`src/include/rv64_cfg.svh`:
```
`ifndef RV64_CFG_SVH
`define RV64_CFG_SVH

// machine width and reset vector
`define XLEN      64
`define RESET_PC  64'h0000_0000_0000_0000

// major opcodes
`define OPC_OP         7'b0110011
`define OPC_OP_IMM     7'b0010011
`define OPC_OP_32      7'b0111011
`define OPC_OP_IMM_32  7'b0011011
`define OPC_LUI        7'b0110111
`define OPC_AUIPC      7'b0010111
`define OPC_JAL        7'b1101111
`define OPC_JALR       7'b1100111
`define OPC_BRANCH     7'b1100011
`define OPC_STORE      7'b0100011
`define OPC_SYSTEM     7'b1110011

// funct3 for the integer ops
`define F3_ADD   3'b000
`define F3_SLL   3'b001
`define F3_SLT   3'b010
`define F3_SLTU  3'b011
`define F3_XOR   3'b100
`define F3_SRL   3'b101
`define F3_OR    3'b110
`define F3_AND   3'b111

// funct3 for jalr and the branches
`define F3_JALR  3'b000
`define F3_BEQ   3'b000
`define F3_BNE   3'b001
`define F3_BLT   3'b100
`define F3_BGE   3'b101
`define F3_BLTU  3'b110
`define F3_BGEU  3'b111

// funct7
`define F7_BASE  7'b0000000
`define F7_ALT   7'b0100000

`define INST_EBREAK  32'h0010_0073

`endif

```
`src/rv64_pkg.sv`:
```
`include "rv64_cfg.svh"

package rv64_pkg;

  // ====================
  // data and address types
  // ====================

  // one machine word
  typedef logic [`XLEN-1:0] xlen_t;

  // raw instruction as fetched
  typedef logic [31:0] inst_t;

  // index into the integer register file
  typedef logic [4:0] reg_addr_t;

  // ====================
  // alu selection
  // ====================

  // word forms reuse ALU_ADD and ALU_SUB with a separate word flag
  typedef enum logic [3:0] {
    ALU_ADD  = 4'd0,
    ALU_SUB  = 4'd1,
    ALU_SLT  = 4'd2,
    ALU_SLTU = 4'd3,
    ALU_AND  = 4'd4,
    ALU_OR   = 4'd5,
    ALU_XOR  = 4'd6,
    ALU_SLL  = 4'd7,
    ALU_SRL  = 4'd8,
    ALU_SRA  = 4'd9
  } alu_op_e;

endpackage

```
`src/fetch_ctrl.sv`:
```
`include "rv64_cfg.svh"

module fetch_ctrl (
  input  logic            clk,
  input  logic            reset_i,
  input  logic            wb_ack_i,
  input  rv64_pkg::inst_t wb_dat_i,
  input  logic            taken_i,
  input  rv64_pkg::xlen_t target_i,
  input  logic            halt_i,
  output logic            wb_cyc_o,
  output logic            wb_stb_o,
  output rv64_pkg::xlen_t wb_adr_o,
  output logic            wb_we_o,
  output rv64_pkg::xlen_t pc_o,
  output rv64_pkg::inst_t inst_o,
  output logic            exec_o,
  output logic            halted_o
);
  import rv64_pkg::*;

  typedef enum logic [1:0] {S_FETCH, S_EXEC, S_HALT} state_e;

  state_e state_q;
  logic   cyc_q;
  xlen_t  pc_q;
  inst_t  inst_q;

  // ====================
  // fetch and retire sequencing
  // ====================
  always_ff @(posedge clk) begin
    if (reset_i) begin
      state_q <= S_FETCH;
      cyc_q   <= 1'b0;
      pc_q    <= `RESET_PC;
    end else begin
      case (state_q)
        S_FETCH: begin
          if (cyc_q && wb_ack_i) begin
            cyc_q   <= 1'b0;
            state_q <= S_EXEC;
          end else begin
            cyc_q <= 1'b1;
          end
        end
        S_EXEC: begin
          pc_q <= taken_i ? target_i : pc_q + xlen_t'(4);
          if (halt_i) begin
            state_q <= S_HALT;
          end else begin
            // next request goes out right away
            state_q <= S_FETCH;
            cyc_q   <= 1'b1;
          end
        end
        default: state_q <= S_HALT;
      endcase
    end
  end

  // instruction taken on the ack edge
  always_ff @(posedge clk) begin
    if (cyc_q && wb_ack_i) begin
      inst_q <= wb_dat_i;
    end
  end

  assign wb_cyc_o = cyc_q;
  assign wb_stb_o = cyc_q;
  assign wb_adr_o = pc_q;
  assign wb_we_o  = 1'b0;
  assign pc_o     = pc_q;
  assign inst_o   = inst_q;
  assign exec_o   = (state_q == S_EXEC);
  assign halted_o = (state_q == S_HALT);

endmodule

```
`config.mk`:
```
export PLATFORM = sky130hd
export DESIGN_NAME = fetch_ctrl
export DESIGN_NICKNAME = d
export VERILOG_FILES = /design/src/rv64_pkg.sv /design/src/fetch_ctrl.sv
export VERILOG_INCLUDE_DIRS = /design/src /design/src/include
export SDC_FILE = /design/constraint.sdc
export NUM_CORES = 1
export LEC_CHECK = 0
export BUFFER_PORTS_ARGS = -buffer_cell sky130_fd_sc_hd__buf_4
export CAP_MARGIN = 0
export CORE_MARGIN = 2
export CORE_UTILIZATION = 43
export CTS_CLUSTER_DIAMETER = 150
export DETAILED_ROUTE_END_ITERATION = 7
export GPL_TIMING_DRIVEN = 0
export PLACE_DENSITY = 0.78
export SLEW_MARGIN = 20
export SYNTH_ARGS = -nofsm -noshare
export SYNTH_HDL_FRONTEND = slang
export SYNTH_SLANG_ARGS = --single-unit
```
`constraint.sdc`:
```
create_clock -name clk -period 2.3 [get_ports clk]
set_input_delay 0.345 -clock clk [delete_from_list [all_inputs] [get_ports clk]]
set_output_delay 0.345 -clock clk [all_outputs]
set_load 0.1 [all_outputs]
```
==> flow_metrics.env <==
export IMPL_outcome="finished, violations left"
export IMPL_violations="negative setup slack"
export IMPL_placed_area_sq_um=8150
export IMPL_die_y_microns=120
export IMPL_min_period_over_period_pct=107
export IMPL_diodes=0
export IMPL_first_pass_iters=6
export IMPL_worst_slew_pin_transition_ps=1030
export IMPL_io_buffers=264
export IMPL_critPathKind="register to register"
export IMPL_start_util_pct=43.8
export IMPL_grt_pass1_wl_microns=36000
export IMPL_finalPower_mw=5.07
export IMPL_async_flop_share_pct=0
export IMPL_required_ps=2580
export IMPL_drc=0
export IMPL_synth_area_leaders="dfxtp_1 (23%), edfxtp_1 (17%), buf_4 (8.6%)"
export IMPL_htreeDepth=3
export IMPL_setup_violations=20
export IMPL_synth_edf_count=32
export IMPL_drt_iter0_drc=991
export IMPL_grt_antenna_before_repair=0
export IMPL_yosys_warnings=0
export IMPL_rrSetupSlack_ps=-170
export IMPL_grt_overflow=0
export IMPL_slew_violations=0
export IMPL_clock_skew_ps=9.22
export IMPL_cts_buffers=9
export IMPL_yosysTopAreaCell="dfxtp_1"
export IMPL_rows=42
export IMPL_dp_slack_ps=-563
export IMPL_core_area_sq_um=13100
export IMPL_grt_pass1_vias=6498
export IMPL_clkLatencyLatePin_ps=360
export IMPL_tns_ps=-1790
export IMPL_layout_setup_ws_ps=-166
export IMPL_io_pins=266
export IMPL_tritoncts="yes"
export IMPL_routed_via_density=5.96
export IMPL_routed_wl_microns=24400
export IMPL_gp_congestion=0.972
export IMPL_syn_to_final_growth_pct=55.6
export IMPL_crit_fanout=6
export IMPL_hp_start="wb_dat_i[29]"
export IMPL_grt_max_degree=33
export IMPL_worstSetupEndpointType="register"
export IMPL_dp_hpwl_microns=17000
export IMPL_crit_arrival_ps=2750
export IMPL_hold_buffers=0
export IMPL_min_path_cells=1
export IMPL_syn_area_per_cell_sq_um=8.31
export IMPL_hold_ws_ps=167
export IMPL_wl_per_cell_microns=20.8
export IMPL_cap_viol_max_count=0
export IMPL_synth_seq_cells=99
export IMPL_p_per_area_nw_per_um2=567
export IMPL_worst_r2r_cell_count=7
export IMPL_final_layout_size_suffix_gt1_share_pct=48.2
export IMPL_p_leak_nw=3.80
export IMPL_drtAntennaViolNets=0
export IMPL_syn_nets=794
export IMPL_yosys_cell_types_count=61
export IMPL_holdPathEnd="inst_o[29]"
export IMPL_synth_top_flop_cell="dfxtp_1"
export IMPL_synth_top_area_share_pct=23.3
export IMPL_clock_path_buffers=2
export IMPL_nets=1098
export IMPL_ys_seq_area_share_pct=40.0
export IMPL_nFillCells=1140
export IMPL_netlist_area_sq_um=5750
export IMPL_cts_sinks=99
export IMPL_grtUsageTotal_pct=32.8
export IMPL_finish_instance_area_sq_um=8950
export IMPL_dieWidth_microns=120
export IMPL_cts_root_buffer="clkbuf_16"
export IMPL_fmax_mhz=406
export IMPL_ir_worst_vdd_v=0.000321
export IMPL_period_needed_ps=2470
export IMPL_rsz0062_at_grt="true"
export IMPL_cts_clk_slew_worst_paths_ps=80
export IMPL_die_area_sq_um=14300
export IMPL_min_path_type="primary input to register"
export IMPL_rr_endpoint="pc_o[56]"
export IMPL_synthCells=692
export IMPL_r2r_start="pc_o[2]"
export IMPL_vias=7016
export IMPL_crit_path_start_kind="register"
export IMPL_slew_headroom_pct=31.3
export IMPL_hold_viol_final=0
## placed cells by master, fill, tap and decap left out, types with 5 or more instances in the layout
master	instances
a211oi_1	5
a21oi_1	56
a22oi_1	8
a31oi_1	19
and3_1	21
buf_4	355
clkbuf_1	29
clkbuf_16	9
dfxtp_1	14
dfxtp_2	25
dfxtp_4	28
edfxtp_1	32
inv_1	15
mux2i_1	14
nand2_1	50
nand3_1	37
nand4_1	20
nor2_1	53
nor2b_1	6
nor3_1	21
nor4_1	5
nor4_4	5
o211ai_1	7
o21ai_0	36
o22ai_1	11
o31ai_1	5
or4_1	5
or4_4	5
## repair_timing
item                                    in CTS  in global routing
endpoints found under the setup margin      32                 38
gates resized for setup                     24                 32
pin swaps                                   19                 15
setup buffers                               19                 10
cloned                                       1                  0
## metal layers
layer  track usage [%]  vias to the layer above  share of wire [%]
li1                  -                     3124                  -
met1              39.4                     3182                 35
met2              53.8                      607                 46
met3              7.51                      103                 13
met4              19.1                        0                5.2
met5                 0                        -                  0
## critical path, stage by stage (launching register included)
cell     delay [ps]
dfxtp_4         380
ha_4            140
nand3_4          80
or4_4           570
nor4_4          400
nand3_2         220
or4_4           470
a41oi_2         120
## area by class of cell
type	count	area [sq um]	area share, %
flip-flops and latches	99	2440	27.2
multi-input cells	469	2980	33.3
repair buffers	294	2250	25.2
clock buffers	9	225	2.52
well taps	176	220	2.46
plain buffers	107	677	7.56
inverters	16	60.1	0.671
clock inverters	7	97.6	1.09
## cell families after synthesis
| logic type | synth area share [%] |
|---|---|
| AOI/OAI and AO/OA | 20.1 |
| other | 0.0652 |
| DFF | 40.0 |
| and+or+nand+nor | 24.6 |
| buffers and inverters | 12.5 |
| muxes | 2.44 |
| adders and majority gates | 0.217 |
## metrics by stage
step	cells	utilization [%]
after floorplan	692	-
after global placement	1132	62.0
after detailed placement	1132	62.0
after CTS	1168	66.6
after global routing	1177	68.1
final	1177	68.1
## registers in the layout (all words and copies together), names as in the netlist
| register | count |
|---|---|
| inst_o | 32 |
| pc_o | 64 |
| state_q | 2 |
| wb_cyc_o | 1 |
## worst max-delay path by stage
stage          startpoint  endpoint  slack (ps)  cells after the start
3_5_place_dp      pc_o[2]  pc_o[54]        -560                      7
2_1_floorplan     pc_o[3]  pc_o[44]        -300                      7
3_3_place_gp      pc_o[2]  pc_o[54]        -510                      7
6_report          pc_o[2]  pc_o[56]        -170                      7
5_1_grt           pc_o[2]  pc_o[52]        -210                      8
4_1_cts           pc_o[2]  pc_o[44]        -120                      7
## synth_stat cells, drive strengths merged, types with 2 or more instances
cell type,count
a21o,4
or3,4
and3,22
o21ai,39
dfxtp,67
and4,2
a221oi,4
a31oi,19
o41ai,3
nor4,12
a32o,2
a211oi,5
a31o,2
a2bb2oi,4
a41oi,2
nand2,52
o31ai,6
nand2b,4
a22oi,9
mux2i,14
inv,16
o22ai,11
o211ai,7
nor2b,6
a21oi,57
nor2,54
nand3,44
or2,3
nor3,26
edfxtp,32
nor4b,3
and2,4
nand4,20
or4,10
buf,71
clkbuf,37
## power by group
part	switching, mW	internal (mW)
clock	0.726	0.963
combinational	1.07	0.373
sequential	0.0859	1.86
Note: power is estimated with default switching activity, not from simulation.
