<file path="config.mk">
export PLATFORM = sky130hd
export DESIGN_NAME = inst_decode
export DESIGN_NICKNAME = d
export VERILOG_FILES = /design/src/rv64_pkg.sv /design/src/key_mux.sv /design/src/inst_decode.sv
export VERILOG_INCLUDE_DIRS = /design/src /design/src/include
export SDC_FILE = /design/constraint.sdc
export NUM_CORES = 1
export LEC_CHECK = 0
export CORE_ASPECT_RATIO = 0.5
export CORE_MARGIN = 1
export CORE_UTILIZATION = 40
export DETAILED_ROUTE_END_ITERATION = 8
export DONT_BUFFER_PORTS = 1
export MAX_ROUTING_LAYER = met4
export PLACE_DENSITY = 0.63
export SLEW_MARGIN = 20
export SYNTH_ARGS = -nofsm -noshare
export SYNTH_HDL_FRONTEND = slang
export SYNTH_SLANG_ARGS = --single-unit
</file>
<file path="constraint.sdc">
create_clock -name vclk -period 14.3
set_clock_uncertainty 0.1 [all_clocks]
set_input_delay 0.715 -clock vclk [all_inputs]
set_output_delay 0.715 -clock vclk [all_outputs]
set_load 0.01 [all_outputs]
</file>
<file path="src/include/rv64_cfg.svh">
`ifndef RV64_CFG_SVH
`define RV64_CFG_SVH

// machine width and reset vector
`define XLEN      64
`define RESET_PC  64'h0000_0000_0000_0000

// major opcodes
`define OPC_OP         7'b0110011
`define OPC_OP_IMM     7'b0010011
`define OPC_OP_32      7'b0111011
`define OPC_OP_IMM_32  7'b0011011
`define OPC_LUI        7'b0110111
`define OPC_AUIPC      7'b0010111
`define OPC_JAL        7'b1101111
`define OPC_JALR       7'b1100111
`define OPC_BRANCH     7'b1100011
`define OPC_STORE      7'b0100011
`define OPC_SYSTEM     7'b1110011

// funct3 for the integer ops
`define F3_ADD   3'b000
`define F3_SLL   3'b001
`define F3_SLT   3'b010
`define F3_SLTU  3'b011
`define F3_XOR   3'b100
`define F3_SRL   3'b101
`define F3_OR    3'b110
`define F3_AND   3'b111

// funct3 for jalr and the branches
`define F3_JALR  3'b000
`define F3_BEQ   3'b000
`define F3_BNE   3'b001
`define F3_BLT   3'b100
`define F3_BGE   3'b101
`define F3_BLTU  3'b110
`define F3_BGEU  3'b111

// funct7
`define F7_BASE  7'b0000000
`define F7_ALT   7'b0100000

`define INST_EBREAK  32'h0010_0073

`endif

</file>
<file path="src/rv64_pkg.sv">
`include "rv64_cfg.svh"

package rv64_pkg;

  // ====================
  // data and address types
  // ====================

  // one machine word
  typedef logic [`XLEN-1:0] xlen_t;

  // raw instruction as fetched
  typedef logic [31:0] inst_t;

  // index into the integer register file
  typedef logic [4:0] reg_addr_t;

  // ====================
  // alu selection
  // ====================

  // word forms reuse ALU_ADD and ALU_SUB with a separate word flag
  typedef enum logic [3:0] {
    ALU_ADD  = 4'd0,
    ALU_SUB  = 4'd1,
    ALU_SLT  = 4'd2,
    ALU_SLTU = 4'd3,
    ALU_AND  = 4'd4,
    ALU_OR   = 4'd5,
    ALU_XOR  = 4'd6,
    ALU_SLL  = 4'd7,
    ALU_SRL  = 4'd8,
    ALU_SRA  = 4'd9
  } alu_op_e;

endpackage

</file>
<file path="src/key_mux.sv">
module key_mux #(
  parameter int NR_KEY = 2
) (
  input  logic [NR_KEY-1:0]               key_i,
  input  rv64_pkg::xlen_t                 default_i,
  input  rv64_pkg::xlen_t [NR_KEY-1:0]    data_i,
  output rv64_pkg::xlen_t                 out_o
);

  // key bit k picks data_i[k]
  // keys are one-hot so the scan order does not matter
  always_comb begin
    out_o = default_i;
    for (int k = 0; k < NR_KEY; k++) begin
      if (key_i[k]) begin
        out_o = data_i[k];
      end
    end
  end

endmodule

</file>
<file path="src/inst_decode.sv">
`include "rv64_cfg.svh"

module inst_decode (
  input  rv64_pkg::xlen_t     pc_i,
  input  rv64_pkg::inst_t     inst_i,
  input  rv64_pkg::xlen_t     rdata1_i,
  input  rv64_pkg::xlen_t     rdata2_i,
  output rv64_pkg::reg_addr_t raddr1_o,
  output rv64_pkg::reg_addr_t raddr2_o,
  output logic                rd_we_o,
  output rv64_pkg::reg_addr_t rd_addr_o,
  output rv64_pkg::xlen_t     op1_o,
  output rv64_pkg::xlen_t     op2_o,
  output rv64_pkg::alu_op_e   alu_op_o,
  output logic                alu_word_o,
  output logic                taken_o,
  output rv64_pkg::xlen_t     target_o,
  output logic                halt_o
);
  import rv64_pkg::*;

  // instruction fields
  wire [6:0] opcode = inst_i[6:0];
  wire [2:0] funct3 = inst_i[14:12];
  wire [6:0] funct7 = inst_i[31:25];

  // ====================
  // immediates
  // ====================
  wire xlen_t imm_i = {{52{inst_i[31]}}, inst_i[31:20]};
  wire xlen_t imm_s = {{52{inst_i[31]}}, inst_i[31:25], inst_i[11:7]};
  wire xlen_t imm_b = {{51{inst_i[31]}}, inst_i[31], inst_i[7], inst_i[30:25],
                       inst_i[11:8], 1'b0};
  wire xlen_t imm_u = {{32{inst_i[31]}}, inst_i[31:12], 12'b0};
  wire xlen_t imm_j = {{43{inst_i[31]}}, inst_i[31], inst_i[19:12], inst_i[20],
                       inst_i[30:21], 1'b0};

  // ====================
  // opcode classes
  // ====================
  wire opc_r      = (opcode == `OPC_OP);
  wire opc_i      = (opcode == `OPC_OP_IMM);
  wire opc_w      = (opcode == `OPC_OP_32);
  wire opc_iw     = (opcode == `OPC_OP_IMM_32);
  wire opc_lui    = (opcode == `OPC_LUI);
  wire opc_auipc  = (opcode == `OPC_AUIPC);
  wire opc_jal    = (opcode == `OPC_JAL);
  wire opc_jalr   = (opcode == `OPC_JALR);
  wire opc_branch = (opcode == `OPC_BRANCH);
  // stores are not executed, only their immediate is formed
  wire opc_store  = (opcode == `OPC_STORE);

  wire f7_base = (funct7 == `F7_BASE);
  wire f7_alt  = (funct7 == `F7_ALT);
  wire f3_alt_ok = (funct3 == `F3_ADD) || (funct3 == `F3_SRL);
  wire f3_shift  = (funct3 == `F3_SLL) || (funct3 == `F3_SRL);
  // shamt[5] is part of the immediate on rv64
  wire shamt_ok  = (inst_i[31:26] == 6'b000000) ||
                   ((funct3 == `F3_SRL) && (inst_i[31:26] == 6'b010000));

  wire valid_r    = opc_r && (f7_base || (f7_alt && f3_alt_ok));
  wire valid_i    = opc_i && (!f3_shift || shamt_ok);
  wire valid_w    = opc_w && (funct3 == `F3_ADD) && (f7_base || f7_alt);
  wire valid_iw   = opc_iw && (funct3 == `F3_ADD);
  wire valid_jalr = opc_jalr && (funct3 == `F3_JALR);
  wire is_ebreak  = (inst_i == `INST_EBREAK);

  // ====================
  // alu control
  // ====================
  always_comb begin
    alu_op_o = ALU_ADD;
    if (valid_r || valid_i) begin
      case (funct3)
        `F3_ADD:  alu_op_o = (valid_r && inst_i[30]) ? ALU_SUB : ALU_ADD;
        `F3_SLL:  alu_op_o = ALU_SLL;
        `F3_SLT:  alu_op_o = ALU_SLT;
        `F3_SLTU: alu_op_o = ALU_SLTU;
        `F3_XOR:  alu_op_o = ALU_XOR;
        `F3_SRL:  alu_op_o = inst_i[30] ? ALU_SRA : ALU_SRL;
        `F3_OR:   alu_op_o = ALU_OR;
        `F3_AND:  alu_op_o = ALU_AND;
      endcase
    end else if (valid_w && inst_i[30]) begin
      alu_op_o = ALU_SUB;
    end
  end

  assign alu_word_o = valid_w || valid_iw;

  // register control
  assign raddr1_o  = inst_i[19:15];
  assign raddr2_o  = inst_i[24:20];
  assign rd_addr_o = inst_i[11:7];
  assign rd_we_o   = valid_r || valid_i || valid_w || valid_iw ||
                     opc_lui || opc_auipc || opc_jal || valid_jalr;

  // ====================
  // operand selection
  // ====================
  xlen_t imm;
  wire [4:0] imm_key = {opc_lui || opc_auipc, opc_jal, opc_i || opc_iw || opc_jalr,
                        opc_branch, opc_store};
  key_mux #(.NR_KEY(5)) u_imm_mux (
    .key_i     (imm_key),
    .default_i ('0),
    .data_i    ({imm_u, imm_j, imm_i, imm_b, imm_s}),
    .out_o     (imm)
  );

  // lui falls to the zero default for op1
  wire [1:0] op1_key = {opc_auipc || opc_jal || valid_jalr,
                        valid_r || valid_i || valid_w || valid_iw};
  key_mux #(.NR_KEY(2)) u_op1_mux (
    .key_i     (op1_key),
    .default_i ('0),
    .data_i    ({pc_i, rdata1_i}),
    .out_o     (op1_o)
  );

  // op2 of 4 builds the link address
  wire [2:0] op2_key = {valid_i || valid_iw || opc_lui || opc_auipc,
                        valid_r || valid_w, opc_jal || valid_jalr};
  key_mux #(.NR_KEY(3)) u_op2_mux (
    .key_i     (op2_key),
    .default_i ('0),
    .data_i    ({imm, rdata2_i, xlen_t'(4)}),
    .out_o     (op2_o)
  );

  // ====================
  // branch compare and target
  // ====================
  wire eq   = (rdata1_i == rdata2_i);
  wire lt_s = ($signed(rdata1_i) < $signed(rdata2_i));
  wire lt_u = (rdata1_i < rdata2_i);
  logic br_cond;

  always_comb begin
    case (funct3)
      `F3_BEQ:  br_cond = eq;
      `F3_BNE:  br_cond = !eq;
      `F3_BLT:  br_cond = lt_s;
      `F3_BGE:  br_cond = !lt_s;
      `F3_BLTU: br_cond = lt_u;
      `F3_BGEU: br_cond = !lt_u;
      default:  br_cond = 1'b0;
    endcase
  end

  assign taken_o = opc_jal || valid_jalr || (opc_branch && br_cond);
  assign halt_o  = is_ebreak;

  wire [1:0] tgt_key = {opc_jal || opc_branch, valid_jalr};
  key_mux #(.NR_KEY(2)) u_tgt_mux (
    .key_i     (tgt_key),
    .default_i ('0),
    .data_i    ({pc_i + imm, (rdata1_i + imm) & ~xlen_t'(1)}),
    .out_o     (target_o)
  );

endmodule

</file>
==> run metrics, run 1 <==
Power Total=236 uW; Netlist cell types=76; Initial DRC Count=1509; remaining global-route overflow=0; crit path kind=in -> out; placed cells=1968; GRT met1 Usage=42.5%; met3 Track Usage GR=5.73%; Routed WL=50.1 mm; PwrDens=20.2 mW/mm^2; first-pass GRT wire length=71.2 mm; Yosys top cell area share=21.6%; Max stage delay on crit path=0.85 ns; Crit Path Max Fanout=13; status=finished clean; Post-CTS Setup Inserts=0; I/O Buffers=0; largest cells by area after synthesis=ha_1 (22%), a22o_1 (7.6%), a21o_1 (7.5%), a21oi_1 (6.7%), xnor2_1 (5.1%); CP required=13.49 ns; Initial Util=41.1%; Worst Hold Class=in -> out; setup TNS=0 ns; share of cells above drive strength 1=2.65%; Placed Area=0.0117 sq mm; VDD IR max=7.65 uV; CP max-delay cell=a2111oi_0; Net Sw Frac=60.5%; clock network fraction of total power=0%; worst slew pin tran=1.10 ns; Die Height=122 microns; Top delay family on crit path=compound AO/OA/AOI/OAI gates; startpoint types=primary input; core area=0.0280 sq mm; Final Non-Filler Cells=1971; design area=0.0117 sq mm; DR pass1 iterations=6; Post-DRT Antenna Nets=0; final slew viol count=0; most frequent cell after synthesis=ha_1; DR WL/cell=25.4 microns; Clock Buffer Count=0; RSZ-0062 raised after global routing=no; max cap viols=0; register area=0 sq um; met2 GRT Util=50.2%; initial antenna violation count=2; cell internal pwr=93.2 uW; Final min period=6.99 ns; CP Cell Sequence=inv_1 > nand2_1 > or3_1 > inv_1 > a21oi_1 > nand2_1 > o21a_1 > ha_1 > a21o_1 > a31oi_1 > nor3_1 > a2111oi_0 > o32a_1 > o211ai_1 > nand3_1 > o211ai_1 > o221ai_1 > xor2_1 > o22ai_1; I/O pin count=439; CP arrival=6.18 ns; Critical Path End Type=primary output; Avg Synthesized Cell Area=6.86 sq um; Max Fclk=143 MHz; crit share post-route=48.9%; num sequential=0; post-CTS resize count=0; Hold WS=1.33 ns; Final Hold Fails=0; headroom to the max-slew limit=25.9%; vias in the first global route=11500; die area=0.0295 sq mm; Via density=6.71; P&R area growth vs syn=1.39%; GR peak layer=met2; P_leak=5.68 nW; CTS hold repair buffers=0; CP Buf/Inv Count=2; detailed placement HPWL=41.8 mm; Final #Nets=2013; placer congestion estimate=1.05; fillers=3029; Post-Synthesis Cells=1676; Post-route DRC=0; Sequential Power Share=0%; All-Layer GR Usage=32.0%; top cells by count, synth=ha_1 (199), a21oi_1 (155), inv_1 (118), a21o_1 (115), nand2_1 (109); syn_nets=2101; Critical Path Stages=19; via count=13200; Cell Area, Synth=0.0115 sq mm; register area share after synthesis=0%; area leader, netlist=ha_1; WHS Path Cells=0; multi-input logic area=0.0107 sq mm; Gate power share=100.0%; die width=242 microns; Final setup viols=0; # rows=43; Syn. warnings=0; maximum number of pins on one net before global-route repair=66; Net Switching=143 uW
-- cells by family after synthesis --
family / after synthesis / synth area share, %
compound gates: 730 / 43.3
xor+xnor: 123 / 9.36
fa+ha+maj: 201 / 22.0
buf+inv: 219 / 7.69
mux: 3 / 0.261
simple gates: 400 / 17.4
-- placed cells by master, fill, tap and decap left out, types with 53 or more instances in the layout --
cell,instances
inv_1,117
o22ai_1,53
a22o_1,100
xor2_1,56
a21o_1,115
nand2_1,109
a21oi_1,155
nor2_1,84
ha_1,199
o21ai_0,103
xnor2_1,67
-- routing by layer --
layer  share of wire [%]  up-vias
li1                    -     6174
met1                  43     6235
met2                  44      725
met3                 9.6      100
met4                 2.8        0
met5                   0        -
-- stage by stage --
stage                     worst slack, ns  utilization [%]
after floorplan                      8.02                -
after global placement               7.59             41.7
after detailed placement             7.59             41.7
after CTS                            7.57             41.7
after global routing                 7.11             41.7
final                                7.31             41.7
-- final timing paths --
path                  slack, ns           end  startpoint
worst max-delay path       7.31  target_o[62]   inst_i[6]
worst min-delay path       1.33  rd_addr_o[1]   inst_i[8]
-- final cells by class --
type                            count  area share, %
Timing Repair Buffer               11          0.708
Inverter                          118           3.80
Tap cell                          382           4.10
Multi-Input combinational cell   1457           91.3
Antenna cell                        3         0.0644
-- power groups by stage --
stage | clock network [mW] | logic, mW | registers [mW]
6_report | 0.0000000282 | 0.236 | 0
4_1_cts | 0 | 0.231 | 0
2_1_floorplan | 0 | 0.186 | 0
5_1_grt | 0.0000000281 | 0.259 | 0
3_3_place_gp | 0 | 0.230 | 0
3_5_place_dp | 0 | 0.229 | 0
(Power assumes the default switching activity.)
==> inputs of run 2 (changes only) <==
--- a/config.mk
+++ b/config.mk
@@ -12,7 +12,7 @@
 export DETAILED_ROUTE_END_ITERATION = 8
 export DONT_BUFFER_PORTS = 1
 export MAX_ROUTING_LAYER = met4
-export PLACE_DENSITY = 0.63
+export PLACE_DENSITY = 0.65
 export SLEW_MARGIN = 20
 export SYNTH_ARGS = -nofsm -noshare
 export SYNTH_HDL_FRONTEND = slang
==> constraint.sdc (replaced) <==
create_clock -name vclk -period 6
set_clock_uncertainty 0.1 [all_clocks]
set_input_delay 0.3 -clock vclk [all_inputs]
set_output_delay 0.3 -clock vclk [all_outputs]
set_load 0.01 [all_outputs]
==> run 2 against run 1 <==
  * Die area is the same
  * Critical path depth is the same
  * Setup slack lost 7.0 ns
  * Final cell count grew 0.25%
  * Sequential cell count is the same
  * Hold slack lost 0.83 ns
  * Count of clock-buffer cells in the layout is the same
  * Via count grew 1.1%
  * Wire length grew 0.32%
  * Non-clock buffer count grew 3
  * Sequential share of layout area is the same
==> run metrics, run 2 (synthesized netlist as in run 1, its figures left out) <==
Final Non-Filler Cells=1976; P_leak=5.70 nW; Placed Area=0.0117 sq mm; worst slew pin tran=1.20 ns; via count=13400; die width=242 microns; Worst Hold Class=in -> out; cell internal pwr=223 uW; Gate power share=100.0%; post-CTS resize count=0; crit share post-route=95.4%; CTS hold repair buffers=0; status=finished clean; Crit Path Max Fanout=21; Via density=6.77; CP required=5.60 ns; Net Sw Frac=60.4%; clock network fraction of total power=0%; final slew viol count=0; Sequential Power Share=0%; Final #Nets=2016; placed cells=1971; die area=0.0295 sq mm; Post-DRT Antenna Nets=0; remaining global-route overflow=0; I/O pin count=439; Routed WL=50.3 mm; commonest non-fill, non-tap cell in the layout=ha_1; RSZ-0062 raised after global routing=no; design area=0.0117 sq mm; Post-CTS Setup Inserts=0; Net Switching=340 uW; Initial DRC Count=1288; core area=0.0280 sq mm; I/O Buffers=0; DR WL/cell=25.5 microns; share of cells above drive strength 1=3.15%; Max Fclk=175 MHz; most frequent cells in the layout=ha_1 (199), a21oi_1 (154), inv_1 (117); startpoint types=primary input; Final min period=5.72 ns; DR pass1 iterations=6; Final Hold Fails=0; maximum number of pins on one net before global-route repair=41; vias in the first global route=12000; crit path kind=in -> out; P&R area growth vs syn=1.83%; setup TNS=0 ns; Critical Path End Type=primary output; Post-route DRC=0; PwrDens=48.1 mW/mm^2; initial antenna violation count=5; first-pass GRT wire length=72.7 mm; Clock Buffer Count=0; CP arrival=5.32 ns; All-Layer GR Usage=32.5%; num sequential=0; # rows=43; register area=0 sq um; Initial Util=41.1%; Final setup viols=0; detailed placement HPWL=41.8 mm; Die Height=122 microns; placer congestion estimate=1.11; max cap viols=0; VDD IR max=18.5 uV; headroom to the max-slew limit=19.3%
==> run 2: critical path, cell delays in order <==
cell	delay, ns
nand4b_1	0.26
nor3_1	0.56
nor2_2	0.23
nand2_1	0.12
nand2_1	0.21
inv_4	0.30
buf_4	0.33
ha_1	0.26
and2_1	0.20
nand4_1	0.14
nor3_1	0.47
nand3_1	0.18
a21oi_2	0.29
o21ai_1	0.21
o31ai_1	0.45
a21oi_1	0.18
o21ai_0	0.24
xnor2_1	0.09
o22ai_1	0.28
==> run 2: path summary, 6_finish.rpt <==
check	start	endpoint	slack, ns	depth (start not counted)
setup / recovery	inst_i[4]	target_o[61]	0.28	19
hold / removal	inst_i[18]	raddr1_o[3]	0.50	0
==> run 2: cell type report <==
class | count | area (sq um)
Fill cell | 2998 | 16300
Multi-Input combinational cell | 1457 | 10700
Tap cell | 382 | 478
Inverter | 118 | 445
Timing Repair Buffer | 14 | 105
Antenna cell | 5 | 12.5
==> run 2: metal layers <==
layer / global-route usage, % / up-vias / share of wire, %
met5: - / - / 0
met4: 11.5 / 0 / 4.1
met3: 7.91 / 148 / 10
met2: 49.5 / 779 / 44
met1: 41.8 / 6263 / 42
li1: - / 6183 / -
==> run 2: power by group through the flow <==
stage                       clock, mW  combinational [mW]  sequential, mW
after floorplan                     0               0.443               0
after CTS                           0               0.551               0
after detailed placement            0               0.547               0
final                     0.000000114               0.563               0
after global routing      0.000000113               0.624               0
after global placement              0               0.546               0
==> run 2: per-stage QoR <==
stage	setup WS [ns]	total power [mW]	util [%]	hold slack, ns
after CTS	0.111	0.551	41.8	0.500
final	0.278	0.563	41.9	0.500
after floorplan	0.547	0.443	-	0.592
after detailed placement	0.134	0.547	41.8	0.500
after global placement	0.195	0.546	41.8	0.500
after global routing	0.0343	0.624	41.9	0.500
